==> config.mk <==
export PLATFORM = sky130hd
export DESIGN_NAME = serial_core_top
export DESIGN_NICKNAME = d
export VERILOG_FILES = /design/src/design/core_cfg_pkg.sv /design/src/design/rv_isa_pkg.sv /design/src/design/core_sequencer.sv /design/src/design/instr_decode.sv /design/src/design/serial_regfile.sv /design/src/design/serial_alu.sv /design/src/design/store_bufreg.sv /design/src/design/serial_core_top.sv
export SDC_FILE = /design/constraint.sdc
export NUM_CORES = 2
export LEC_CHECK = 0
export BUFFER_PORTS_ARGS = -buffer_cell sky130_fd_sc_hd__buf_2
export CAP_MARGIN = 30
export CORE_MARGIN = 8
export CORE_UTILIZATION = 60
export CTS_BUF_LIST = sky130_fd_sc_hd__clkbuf_4
export CTS_CLUSTER_DIAMETER = 200
export DETAILED_ROUTE_END_ITERATION = 8
export PLACE_DENSITY = 0.76
export SLEW_MARGIN = 5
export SYNTH_ARGS = -nofsm -noshare
export SYNTH_HDL_FRONTEND = slang
export SYNTH_SLANG_ARGS = --single-unit
==> constraint.sdc <==
create_clock -name clk -period 13.5 [get_ports clk]
set_input_delay 0 -clock clk [delete_from_list [all_inputs] [get_ports clk]]
set_output_delay 0 -clock clk [all_outputs]
set_load 0.005 [all_outputs]
==> src/design/core_cfg_pkg.sv <==
`default_nettype none

package core_cfg_pkg;

   // Datapath word width
   localparam int XLEN = 32;

   // Register index width and register count
   localparam int REG_ADDR_W = 5;
   localparam int REG_COUNT  = 32;

   // Bit counter covers one word, LSB first
   localparam int CNT_W = 5;

   // Byte lanes on the data bus
   localparam int SEL_W = XLEN / 8;

endpackage

`default_nettype wire

==> src/design/rv_isa_pkg.sv <==
`default_nettype none

package rv_isa_pkg;

   // Field positions in the instruction word
   localparam int OPC_W  = 7;
   localparam int RD_LSB = 7;
   localparam int F3_LSB = 12;
   localparam int RS1_LSB = 15;
   localparam int RS2_LSB = 20;
   localparam int F7_LSB = 25;

   localparam logic [OPC_W-1:0] OPC_LUI    = 7'b0110111;
   localparam logic [OPC_W-1:0] OPC_OP_IMM = 7'b0010011;
   localparam logic [OPC_W-1:0] OPC_OP     = 7'b0110011;
   localparam logic [OPC_W-1:0] OPC_STORE  = 7'b0100011;

   localparam logic [2:0] F3_ADD = 3'b000;
   localparam logic [2:0] F3_XOR = 3'b100;
   localparam logic [2:0] F3_OR  = 3'b110;
   localparam logic [2:0] F3_AND = 3'b111;
   localparam logic [2:0] F3_SW  = 3'b010;

   // Bit within funct7 that turns ADD into SUB
   localparam int F7_SUB = 5;

   typedef enum logic [2:0] {
      ALU_ADD,
      ALU_SUB,
      ALU_AND,
      ALU_OR,
      ALU_XOR,
      ALU_PASS_B
   } alu_op_t;

endpackage

`default_nettype wire

==> src/design/core_sequencer.sv <==
`timescale 1ns/1ps
`default_nettype none

module core_sequencer #(
   parameter logic [core_cfg_pkg::XLEN-1:0] RESET_PC = '0
) (
   input  wire                             clk,
   input  wire                             i_reset,
   input  wire                             i_ibus_ack,
   input  wire                             i_dbus_ack,
   input  wire                             i_is_store,
   output logic                            o_ibus_cyc,
   output logic [core_cfg_pkg::XLEN-1:0]   o_ibus_adr,
   output logic                            o_dbus_cyc,
   output wire                             o_instr_latch,
   output logic [core_cfg_pkg::CNT_W-1:0]  o_cnt,
   output wire                             o_cnt_en,
   output wire                             o_cnt_done
);

   typedef enum logic [1:0] {
      PH_FETCH,
      PH_EXEC,
      PH_STORE
   } phase_t;

   phase_t phase;
   logic   retire;

   assign o_instr_latch = o_ibus_cyc & i_ibus_ack;
   assign o_cnt_en      = (phase == PH_EXEC);
   assign o_cnt_done    = o_cnt_en & (&o_cnt);

   // Instruction done at the last bit or after the store ack
   assign retire = (o_cnt_done & ~i_is_store) | (o_dbus_cyc & i_dbus_ack);

   always_ff @(posedge clk) begin
      if (i_reset) begin
         phase      <= PH_FETCH;
         o_ibus_cyc <= 1'b0;
         o_dbus_cyc <= 1'b0;
      end else begin
         case (phase)
            PH_FETCH: begin
               if (o_instr_latch) begin
                  o_ibus_cyc <= 1'b0;
                  phase      <= PH_EXEC;
               end else begin
                  o_ibus_cyc <= 1'b1;
               end
            end
            PH_EXEC: begin
               if (o_cnt_done) begin
                  if (i_is_store) begin
                     o_dbus_cyc <= 1'b1;
                     phase      <= PH_STORE;
                  end else begin
                     o_ibus_cyc <= 1'b1;
                     phase      <= PH_FETCH;
                  end
               end
            end
            PH_STORE: begin
               if (o_dbus_cyc && i_dbus_ack) begin
                  o_dbus_cyc <= 1'b0;
                  o_ibus_cyc <= 1'b1;
                  phase      <= PH_FETCH;
               end
            end
            default: phase <= PH_FETCH;
         endcase
      end
   end

   // Wraps back to zero after bit 31
   always_ff @(posedge clk) begin
      if (i_reset) begin
         o_cnt <= '0;
      end else if (o_cnt_en) begin
         o_cnt <= o_cnt + 1'b1;
      end
   end

   always_ff @(posedge clk) begin
      if (i_reset) begin
         o_ibus_adr <= RESET_PC;
      end else if (retire) begin
         o_ibus_adr <= o_ibus_adr + core_cfg_pkg::XLEN'(4);
      end
   end

   assert property (@(posedge clk) disable iff (i_reset) !(o_ibus_cyc && o_dbus_cyc))
      else $error("instruction and data bus cycles overlap");

   // Counter rests at zero outside execute
   assert property (@(posedge clk) disable iff (i_reset) !o_cnt_en |-> (o_cnt == '0))
      else $error("bit counter moved outside the execute phase");

endmodule

`default_nettype wire

==> src/design/instr_decode.sv <==
`timescale 1ns/1ps
`default_nettype none

module instr_decode (
   input  wire                                   clk,
   input  wire                                   i_reset,
   input  wire [core_cfg_pkg::XLEN-1:0]          i_ibus_rdt,
   input  wire                                   i_instr_latch,
   input  wire [core_cfg_pkg::CNT_W-1:0]         i_cnt,
   output wire [core_cfg_pkg::REG_ADDR_W-1:0]    o_rs1_addr,
   output wire [core_cfg_pkg::REG_ADDR_W-1:0]    o_rs2_addr,
   output wire [core_cfg_pkg::REG_ADDR_W-1:0]    o_rd_addr,
   output wire                                   o_rd_wen,
   output wire                                   o_op_b_imm,
   output rv_isa_pkg::alu_op_t                   o_alu_op,
   output wire                                   o_is_store,
   output wire                                   o_imm_bit
);

   logic [core_cfg_pkg::XLEN-1:0]       instr;
   logic [rv_isa_pkg::OPC_W-1:0]        opcode;
   logic [2:0]                          funct3;
   logic [6:0]                          funct7;
   logic                                is_lui;
   logic                                is_op_imm;
   logic                                is_op;
   logic                                f3_alu;
   logic                                op_ok;
   logic [core_cfg_pkg::XLEN-1:0]       imm_i;
   logic [core_cfg_pkg::XLEN-1:0]       imm_s;
   logic [core_cfg_pkg::XLEN-1:0]       imm_u;
   logic [core_cfg_pkg::XLEN-1:0]       imm_word;

   // Cleared word decodes as a no-op
   always_ff @(posedge clk) begin
      if (i_reset) begin
         instr <= '0;
      end else if (i_instr_latch) begin
         instr <= i_ibus_rdt;
      end
   end

   assign opcode = instr[rv_isa_pkg::OPC_W-1:0];
   assign funct3 = instr[rv_isa_pkg::F3_LSB +: 3];
   assign funct7 = instr[rv_isa_pkg::F7_LSB +: 7];

   assign o_rd_addr  = instr[rv_isa_pkg::RD_LSB +: core_cfg_pkg::REG_ADDR_W];
   assign o_rs1_addr = instr[rv_isa_pkg::RS1_LSB +: core_cfg_pkg::REG_ADDR_W];
   assign o_rs2_addr = instr[rv_isa_pkg::RS2_LSB +: core_cfg_pkg::REG_ADDR_W];

   assign is_lui    = (opcode == rv_isa_pkg::OPC_LUI);
   assign is_op_imm = (opcode == rv_isa_pkg::OPC_OP_IMM);
   assign is_op     = (opcode == rv_isa_pkg::OPC_OP);

   assign f3_alu = (funct3 == rv_isa_pkg::F3_ADD) | (funct3 == rv_isa_pkg::F3_XOR) |
                   (funct3 == rv_isa_pkg::F3_OR)  | (funct3 == rv_isa_pkg::F3_AND);

   // Register ops: funct7 zero, except the SUB bit on ADD
   assign op_ok = is_op & f3_alu &
                  ((funct7 & ~(7'd1 << rv_isa_pkg::F7_SUB)) == 7'd0) &
                  (~funct7[rv_isa_pkg::F7_SUB] | (funct3 == rv_isa_pkg::F3_ADD));

   assign o_rd_wen   = (is_lui | op_ok | (is_op_imm & f3_alu)) & (o_rd_addr != '0);
   assign o_op_b_imm = ~is_op;
   assign o_is_store = (opcode == rv_isa_pkg::OPC_STORE) & (funct3 == rv_isa_pkg::F3_SW);

   always_comb begin
      case (funct3)
         rv_isa_pkg::F3_XOR: o_alu_op = rv_isa_pkg::ALU_XOR;
         rv_isa_pkg::F3_OR:  o_alu_op = rv_isa_pkg::ALU_OR;
         rv_isa_pkg::F3_AND: o_alu_op = rv_isa_pkg::ALU_AND;
         default: begin
            if (is_op && funct7[rv_isa_pkg::F7_SUB]) begin
               o_alu_op = rv_isa_pkg::ALU_SUB;
            end else begin
               o_alu_op = rv_isa_pkg::ALU_ADD;
            end
         end
      endcase
      if (is_lui) begin
         o_alu_op = rv_isa_pkg::ALU_PASS_B;
      end
   end

   assign imm_i = {{20{instr[31]}}, instr[31:20]};
   assign imm_s = {{20{instr[31]}}, instr[31:25], instr[11:7]};
   assign imm_u = {instr[31:12], 12'b0};

   always_comb begin
      if (is_lui) begin
         imm_word = imm_u;
      end else if (opcode == rv_isa_pkg::OPC_STORE) begin
         imm_word = imm_s;
      end else begin
         imm_word = imm_i;
      end
   end

   assign o_imm_bit = imm_word[i_cnt];

endmodule

`default_nettype wire

==> src/design/serial_regfile.sv <==
`timescale 1ns/1ps
`default_nettype none

module serial_regfile (
   input  wire                                clk,
   input  wire [core_cfg_pkg::CNT_W-1:0]      i_cnt,
   input  wire                                i_cnt_en,
   input  wire [core_cfg_pkg::REG_ADDR_W-1:0] i_rs1_addr,
   input  wire [core_cfg_pkg::REG_ADDR_W-1:0] i_rs2_addr,
   input  wire [core_cfg_pkg::REG_ADDR_W-1:0] i_rd_addr,
   input  wire                                i_rd_wen,
   input  wire                                i_rd_bit,
   output wire                                o_rs1_bit,
   output wire                                o_rs2_bit
);

   logic [core_cfg_pkg::XLEN-1:0] regs [core_cfg_pkg::REG_COUNT];

   // Power-up contents are zero
   initial begin
      for (int i = 0; i < core_cfg_pkg::REG_COUNT; i++) begin
         regs[i] = '0;
      end
   end

   // Bit n is read now and written at the edge
   assign o_rs1_bit = regs[i_rs1_addr][i_cnt];
   assign o_rs2_bit = regs[i_rs2_addr][i_cnt];

   always_ff @(posedge clk) begin
      if (i_cnt_en && i_rd_wen) begin
         regs[i_rd_addr][i_cnt] <= i_rd_bit;
      end
   end

   // x0 relies on the write mask in decode
   assert property (@(posedge clk) regs[0] == '0)
      else $error("register x0 was written");

endmodule

`default_nettype wire

==> src/design/serial_alu.sv <==
`timescale 1ns/1ps
`default_nettype none

module serial_alu (
   input  wire                            clk,
   input  wire                            i_reset,
   input  wire                            i_cnt_en,
   input  wire [core_cfg_pkg::CNT_W-1:0]  i_cnt,
   input  wire rv_isa_pkg::alu_op_t       i_alu_op,
   input  wire                            i_op_b_imm,
   input  wire                            i_rs1_bit,
   input  wire                            i_rs2_bit,
   input  wire                            i_imm_bit,
   output logic                           o_rd_bit
);

   logic op_b;
   logic sub;
   logic b_add;
   logic carry_in;
   logic carry_r;
   logic sum;

   assign op_b  = i_op_b_imm ? i_imm_bit : i_rs2_bit;
   assign sub   = (i_alu_op == rv_isa_pkg::ALU_SUB);
   assign b_add = op_b ^ sub;

   // Subtract as rs1 + ~b + 1
   assign carry_in = (i_cnt == '0) ? sub : carry_r;
   assign sum      = i_rs1_bit ^ b_add ^ carry_in;

   always_ff @(posedge clk) begin
      if (i_reset) begin
         carry_r <= 1'b0;
      end else if (i_cnt_en) begin
         carry_r <= (i_rs1_bit & b_add) | (carry_in & (i_rs1_bit ^ b_add));
      end
   end

   always_comb begin
      case (i_alu_op)
         rv_isa_pkg::ALU_ADD,
         rv_isa_pkg::ALU_SUB:    o_rd_bit = sum;
         rv_isa_pkg::ALU_AND:    o_rd_bit = i_rs1_bit & op_b;
         rv_isa_pkg::ALU_OR:     o_rd_bit = i_rs1_bit | op_b;
         rv_isa_pkg::ALU_XOR:    o_rd_bit = i_rs1_bit ^ op_b;
         rv_isa_pkg::ALU_PASS_B: o_rd_bit = op_b;
         default:                o_rd_bit = 1'b0;
      endcase
   end

endmodule

`default_nettype wire

==> src/design/store_bufreg.sv <==
`timescale 1ns/1ps
`default_nettype none

module store_bufreg (
   input  wire                            clk,
   input  wire                            i_reset,
   input  wire                            i_cnt_en,
   input  wire [core_cfg_pkg::CNT_W-1:0]  i_cnt,
   input  wire                            i_rs1_bit,
   input  wire                            i_imm_bit,
   input  wire                            i_rs2_bit,
   output logic [core_cfg_pkg::XLEN-1:0]  o_dbus_adr,
   output logic [core_cfg_pkg::XLEN-1:0]  o_dbus_dat
);

   logic carry_r;
   logic carry_in;
   logic adr_bit;

   // Effective address rs1 + imm, one bit per cycle
   assign carry_in = (i_cnt == '0) ? 1'b0 : carry_r;
   assign adr_bit  = i_rs1_bit ^ i_imm_bit ^ carry_in;

   always_ff @(posedge clk) begin
      if (i_reset) begin
         carry_r <= 1'b0;
      end else if (i_cnt_en) begin
         carry_r <= (i_rs1_bit & i_imm_bit) | (carry_in & (i_rs1_bit ^ i_imm_bit));
      end
   end

   // LSB enters first and ends up in bit 0 after 32 shifts
   always_ff @(posedge clk) begin
      if (i_cnt_en) begin
         o_dbus_adr <= {adr_bit, o_dbus_adr[core_cfg_pkg::XLEN-1:1]};
         o_dbus_dat <= {i_rs2_bit, o_dbus_dat[core_cfg_pkg::XLEN-1:1]};
      end
   end

endmodule

`default_nettype wire

==> src/design/serial_core_top.sv <==
`timescale 1ns/1ps
`default_nettype none

module serial_core_top #(
   parameter logic [core_cfg_pkg::XLEN-1:0] RESET_PC = '0
) (
   input  wire                              clk,
   input  wire                              i_reset,
   // Instruction bus
   output wire [core_cfg_pkg::XLEN-1:0]     o_ibus_adr,
   output wire                              o_ibus_cyc,
   input  wire [core_cfg_pkg::XLEN-1:0]     i_ibus_rdt,
   input  wire                              i_ibus_ack,
   // Data bus
   output wire [core_cfg_pkg::XLEN-1:0]     o_dbus_adr,
   output wire [core_cfg_pkg::XLEN-1:0]     o_dbus_dat,
   output wire [core_cfg_pkg::SEL_W-1:0]    o_dbus_sel,
   output wire                              o_dbus_we,
   output wire                              o_dbus_cyc,
   input  wire                              i_dbus_ack
);

   wire [core_cfg_pkg::CNT_W-1:0]      cnt;
   wire                                cnt_en;
   wire                                instr_latch;
   wire [core_cfg_pkg::REG_ADDR_W-1:0] rs1_addr;
   wire [core_cfg_pkg::REG_ADDR_W-1:0] rs2_addr;
   wire [core_cfg_pkg::REG_ADDR_W-1:0] rd_addr;
   wire                                rd_wen;
   wire                                op_b_imm;
   rv_isa_pkg::alu_op_t                alu_op;
   wire                                is_store;
   wire                                imm_bit;
   wire                                rs1_bit;
   wire                                rs2_bit;
   wire                                rd_bit;

   // Word stores only
   assign o_dbus_sel = '1;
   assign o_dbus_we  = 1'b1;

   core_sequencer #(
      .RESET_PC (RESET_PC)
   ) sequencer (
      .clk           (clk          ),
      .i_reset       (i_reset      ),
      .i_ibus_ack    (i_ibus_ack   ),
      .i_dbus_ack    (i_dbus_ack   ),
      .i_is_store    (is_store     ),
      .o_ibus_cyc    (o_ibus_cyc   ),
      .o_ibus_adr    (o_ibus_adr   ),
      .o_dbus_cyc    (o_dbus_cyc   ),
      .o_instr_latch (instr_latch  ),
      .o_cnt         (cnt          ),
      .o_cnt_en      (cnt_en       ),
      .o_cnt_done    ()
   );

   instr_decode decode (
      .clk           (clk          ),
      .i_reset       (i_reset      ),
      .i_ibus_rdt    (i_ibus_rdt   ),
      .i_instr_latch (instr_latch  ),
      .i_cnt         (cnt          ),
      .o_rs1_addr    (rs1_addr     ),
      .o_rs2_addr    (rs2_addr     ),
      .o_rd_addr     (rd_addr      ),
      .o_rd_wen      (rd_wen       ),
      .o_op_b_imm    (op_b_imm     ),
      .o_alu_op      (alu_op       ),
      .o_is_store    (is_store     ),
      .o_imm_bit     (imm_bit      )
   );

   serial_regfile regfile (
      .clk        (clk       ),
      .i_cnt      (cnt       ),
      .i_cnt_en   (cnt_en    ),
      .i_rs1_addr (rs1_addr  ),
      .i_rs2_addr (rs2_addr  ),
      .i_rd_addr  (rd_addr   ),
      .i_rd_wen   (rd_wen    ),
      .i_rd_bit   (rd_bit    ),
      .o_rs1_bit  (rs1_bit   ),
      .o_rs2_bit  (rs2_bit   )
   );

   serial_alu alu (
      .clk        (clk       ),
      .i_reset    (i_reset   ),
      .i_cnt_en   (cnt_en    ),
      .i_cnt      (cnt       ),
      .i_alu_op   (alu_op    ),
      .i_op_b_imm (op_b_imm  ),
      .i_rs1_bit  (rs1_bit   ),
      .i_rs2_bit  (rs2_bit   ),
      .i_imm_bit  (imm_bit   ),
      .o_rd_bit   (rd_bit    )
   );

   store_bufreg bufreg (
      .clk        (clk       ),
      .i_reset    (i_reset   ),
      .i_cnt_en   (cnt_en    ),
      .i_cnt      (cnt       ),
      .i_rs1_bit  (rs1_bit   ),
      .i_imm_bit  (imm_bit   ),
      .i_rs2_bit  (rs2_bit   ),
      .o_dbus_adr (o_dbus_adr),
      .o_dbus_dat (o_dbus_dat)
   );

endmodule

`default_nettype wire

==> PnR_summary.wiki <==
{| class="wikitable"
! Metric !! Value
|-
| Crit path capture type || flip-flop
|-
| Grt total ovfl || 0
|-
| CP peak stage delay || 0.73 ns
|-
| Starting utilization of the core area || 0.603
|-
| Die extent in x || 327 µm
|-
| Internal || 6.53 mW
|-
| Number of library cell types mapped by synthesis || 71
|-
| Dpl cells || 5156
|-
| Number of synthesis warnings || 0
|-
| First-pass GRT wire length || 260000 µm
|-
| Largest buffer count on any clock path || 4
|-
| Area enclosed by the die boundary || 107000 µm²
|-
| Clock power frac || 0.346
|-
| # DRC || 0
|-
| Final setup vio count || 0
|-
| Die span in y || 327 µm
|-
| Worst path top cell family by delay || buffers and inverters
|-
| Switching component of the power || 2.38 mW
|-
| Port Buffers || 131
|-
| Post-synth top area share || 0.563
|-
| Met3 Usage GRT || 0.109
|-
| Initial detailed-routing violation count || 7331
|-
| Predominant post-synthesis flop cell || sky130_fd_sc_hd__edfxtp_1
|-
| Via count of the first global-routing pass || 39623
|-
| CTS tree || built
|-
| Critical-path top delay cell || sky130_fd_sc_hd__buf_4
|-
| Hold Fails Final Rpt || 0
|-
| Post-synthesis instance area || 58100 µm²
|-
| Overall routing resource usage || 0.329
|-
| Share of the synthesized area in compound gates (AO/OA/AOI/OAI) || 0.0281
|-
| Hold path depth || 5
|-
| Placer's final routability congestion estimate || 0.872
|-
| CTS root buf || sky130_fd_sc_hd__clkbuf_4
|-
| Count of flip-flops with a built-in enable after synthesis || 1088
|-
| Kind of start point of the critical path || flip-flop
|-
| Fraction of layout instances using a drive strength above 1 || 0.294
|-
| Hold crit path type || in2reg
|-
| Initial antenna violation count || 7
|-
| Clock slew seen by the registers of the worst setup and hold paths || 0.07 ns
|-
| Flops & latches, synth || 1171
|-
| Sw Share || 0.267
|-
| Largest net degree at the start of global routing || 328
|-
| Max-slew violation count || 0
|-
| Fraction of the cycle the final worst path needs || 0.594
|-
| Kind of critical path || reg2reg
|-
| Most Frequent Cell on Critical Path || sky130_fd_sc_hd__buf_4
|-
| Reg2reg path depth || 19
|-
| Async set-reset flop share out of synthesis || 0
|-
| Final-layout setup total negative slack || 0 ns
|-
| Worst Path Arrival || 8.81 ns
|-
| First drt pass iteration count || 8
|-
| Mapped Avg Cell Area || 14.4 µm²
|-
| Setup slack of the most critical reg-to-reg path || 5.48 ns
|-
| Global route hottest layer || met2
|-
| Maximum level of the CTS H-tree || 5
|-
| Mean routed wirelength per cell || 31.0 µm
|-
| Number of rows in the core area || 114
|-
| Xor and xnor area share after synthesis || 0.00407
|-
| Seq/Total Area, Yosys || 0.591
|-
| Arithmetic-cell share of the synthesized area counting full adders, half adders and majority gates || 0.00306
|-
| Final critical delay including setup and external delays || 8.02 ns
|-
| Relative area change from synthesis to final layout || 12.2%
|-
| Nets || 4354
|-
| Count of vias placed by the detailed router || 40848
|-
| Total leakage power || 19.9 nW
|-
| Share of synthesized area spent on multiplexers || 0.240
|-
| Cells along the critical path || buf_4 > buf_12 > mux4_2 > mux2i_1 > a211oi_1 > a21oi_1 > o22ai_1 > or4_1 > nor2_1 > nand3_1 > mux2i_1 > fa_1 > o22a_1 > o22ai_1 > a31oi_1 > mux2_8 > buf_16 > buf_4 > buf_4
|-
| Worst supply voltage drop on vdd || 0.216 mV
|-
| Fraction of power consumed by sequential logic || 0.512
|-
| Largest driver fanout on the critical path || 174
|-
| Boundary Pins || 139
|-
| Later-pin clock latency in the skew report || 1.20 ns
|-
| Syn Inst Count || 4045
|-
| DP HPWL || 92800 µm
|-
| TritonCTS Buffers || 310
|-
| Share of total power in combinational logic || 0.142
|-
| Core ar. || 96300 µm²
|-
| Required time of the worst setup path || 14.29 ns
|-
| DRT Wirelength || 180000 µm
|-
| Number of buffers and inverters on the critical path || 5
|-
| Ranking of synthesized cells by instance count || sky130_fd_sc_hd__edfxtp_1 (1088), sky130_fd_sc_hd__nor2_1 (1084), sky130_fd_sc_hd__mux4_2 (562), sky130_fd_sc_hd__clkbuf_1 (299), sky130_fd_sc_hd__nand2_1 (222)
|-
| Dominant combinational cell family by area after synthesis || multiplexers
|-
| Setup skew after layout || 0.110 ns
|-
| Global routing met1 resource utilization || 0.432
|-
| Most common cell in the synthesized netlist || sky130_fd_sc_hd__edfxtp_1
|-
| Clock tree sinks || 1171
|-
| Relative slew slack || 0.106
|-
| Fmax || 125 MHz
|-
| Vias per Instance || 7.04
|-
| Number of max-cap violations || 0
|-
| Top post-synthesis cells by area || sky130_fd_sc_hd__edfxtp_1 (56%), sky130_fd_sc_hd__mux4_2 (22%), sky130_fd_sc_hd__nor2_1 (7.0%), sky130_fd_sc_hd__dfxtp_1 (2.9%), sky130_fd_sc_hd__clkbuf_1 (1.9%)
|-
| Outcome || completed
|-
| Worst Tran Pin Value || 1.34 ns
|-
| Final Instance Count excl. Fillers || 5800
|-
| Logic depth of the worst path, buffers included || 19
|-
| Cell Pwr Density || 137 nW/µm²
|-
| Unrepaired setup endpoints after global routing || no
|-
| Final antenna-violating net count || 0
|-
| Post-synthesis share of cell area spent on and, or, nand and nor gates || 0.103
|-
| GRT met2 Usage || 0.486
|-
| Cell type with the largest total area after synthesis || sky130_fd_sc_hd__edfxtp_1
|}
-- registers in the layout, indices dropped and copies added (netlist names), named ones only --
signal                count
bufreg.o_dbus_dat        32
bufreg.o_dbus_adr        32
sequencer.o_ibus_adr     30
regfile.regs           1024
sequencer.phase           2
sequencer.o_dbus_cyc      1
alu.carry_r               1
decode.instr             32
bufreg.carry_r            1
sequencer.o_ibus_cyc      1
sequencer.o_cnt           5
-- placed cells by master, fill, tap and decap left out, types with 13 or more instances in the layout --
master and n:
sky130_fd_sc_hd__a21oi_1 67, sky130_fd_sc_hd__a22oi_1 43, sky130_fd_sc_hd__and2_1 19, sky130_fd_sc_hd__buf_16 28, sky130_fd_sc_hd__buf_2 133, sky130_fd_sc_hd__buf_4 57, sky130_fd_sc_hd__clkbuf_4 430, sky130_fd_sc_hd__clkinv_1 73
sky130_fd_sc_hd__conb_1 39, sky130_fd_sc_hd__dfxtp_1 72, sky130_fd_sc_hd__dlygate4sd3_1 89, sky130_fd_sc_hd__edfxtp_1 1088, sky130_fd_sc_hd__mux2_2 22, sky130_fd_sc_hd__mux2i_1 102, sky130_fd_sc_hd__mux4_2 562, sky130_fd_sc_hd__nand2_1 191
sky130_fd_sc_hd__nand2_2 13, sky130_fd_sc_hd__nand2_4 18, sky130_fd_sc_hd__nand3_1 37, sky130_fd_sc_hd__nand4_1 19, sky130_fd_sc_hd__nor2_1 1083, sky130_fd_sc_hd__nor2b_1 18, sky130_fd_sc_hd__nor3_1 20, sky130_fd_sc_hd__o21ai_0 25
sky130_fd_sc_hd__o22ai_1 17, sky130_fd_sc_hd__xor2_1 22
-- layer usage --
metal	part of all wire	wire length, µm
met5	0.00018	33
met1	0.33	58700
met2	0.45	80900
met4	0.061	11000
met3	0.16	29000
-- through the flow --
step                       util  hold slack (ns)  area [µm²]  setup slack, ns  power, mW
after floorplan               -            0.136       58200             1.02       5.62
after global placement    0.618            0.242       59500             5.19       5.77
after detailed placement  0.621            0.247       59800             5.57       5.80
after CTS                 0.670            0.146       64500             5.40       8.84
after global routing      0.676            0.147       65100             5.06       9.16
final                     0.676            0.137       65100             5.48       8.90
-- repair_timing --
action	in CTS	in global routing
setup buffers	0	0
resized for setup	0	0
hold endpoints to repair	83	0
hold buffers	89	0
-- worst paths after layout --
check | from | endpoint
worst max-delay path | flip-flop | regfile.regs[7][8]
worst min-delay path | i_ibus_ack | flip-flop
worst max register to register | flip-flop | regfile.regs[7][8]
worst min register to register | bufreg.o_dbus_adr[9] | bufreg.o_dbus_adr[8]
-- worst reg2reg max path: stages (launching register included) --
cell and delay [ns]:
sky130_fd_sc_hd__dfxtp_4 0.34, sky130_fd_sc_hd__buf_4 0.64, sky130_fd_sc_hd__buf_12 0.72, sky130_fd_sc_hd__mux4_2 0.66
sky130_fd_sc_hd__mux2i_1 0.19, sky130_fd_sc_hd__a211oi_1 0.10, sky130_fd_sc_hd__a21oi_1 0.51, sky130_fd_sc_hd__o22ai_1 0.18
sky130_fd_sc_hd__or4_1 0.55, sky130_fd_sc_hd__nor2_1 0.26, sky130_fd_sc_hd__nand3_1 0.19, sky130_fd_sc_hd__mux2i_1 0.19
sky130_fd_sc_hd__fa_1 0.54, sky130_fd_sc_hd__o22a_1 0.14, sky130_fd_sc_hd__o22ai_1 0.07, sky130_fd_sc_hd__a31oi_1 0.20
sky130_fd_sc_hd__mux2_8 0.31, sky130_fd_sc_hd__buf_16 0.43, sky130_fd_sc_hd__buf_4 0.59, sky130_fd_sc_hd__buf_4 0.75
-- power by group through the flow --
stage / Clock [mW] / Combinational [mW] / Sequential (mW)
finish: 3.08 / 1.26 / 4.56
floorplan: 0 / 0.765 / 4.86
CTS: 3.08 / 1.20 / 4.55
global route: 3.28 / 1.32 / 4.56
detailed placement: 0 / 1.17 / 4.63
global placement: 0 / 1.14 / 4.63
-- logic make-up after synthesis --
logic type | Yosys count
xor gates and xnor gates | 27
AOI/OAI and AO/OA | 240
adders and majority gates | 13
buffers and inverters | 425
and+or+nand+nor | 1480
other | 2
DFF | 1171
muxes | 687
-- layout make-up --
class	instances	area (µm²)
multi-input cells	2486	22300
fillers	6374	31200
well taps	1276	1600
clock buffers	430	3230
flip-flops and latches	1171	34400
repair buffers	322	2990
inverters	14	52.6
clock inverters	96	563
diodes	5	12.5
No activity file was read; power rests on OpenSTA's default activity.
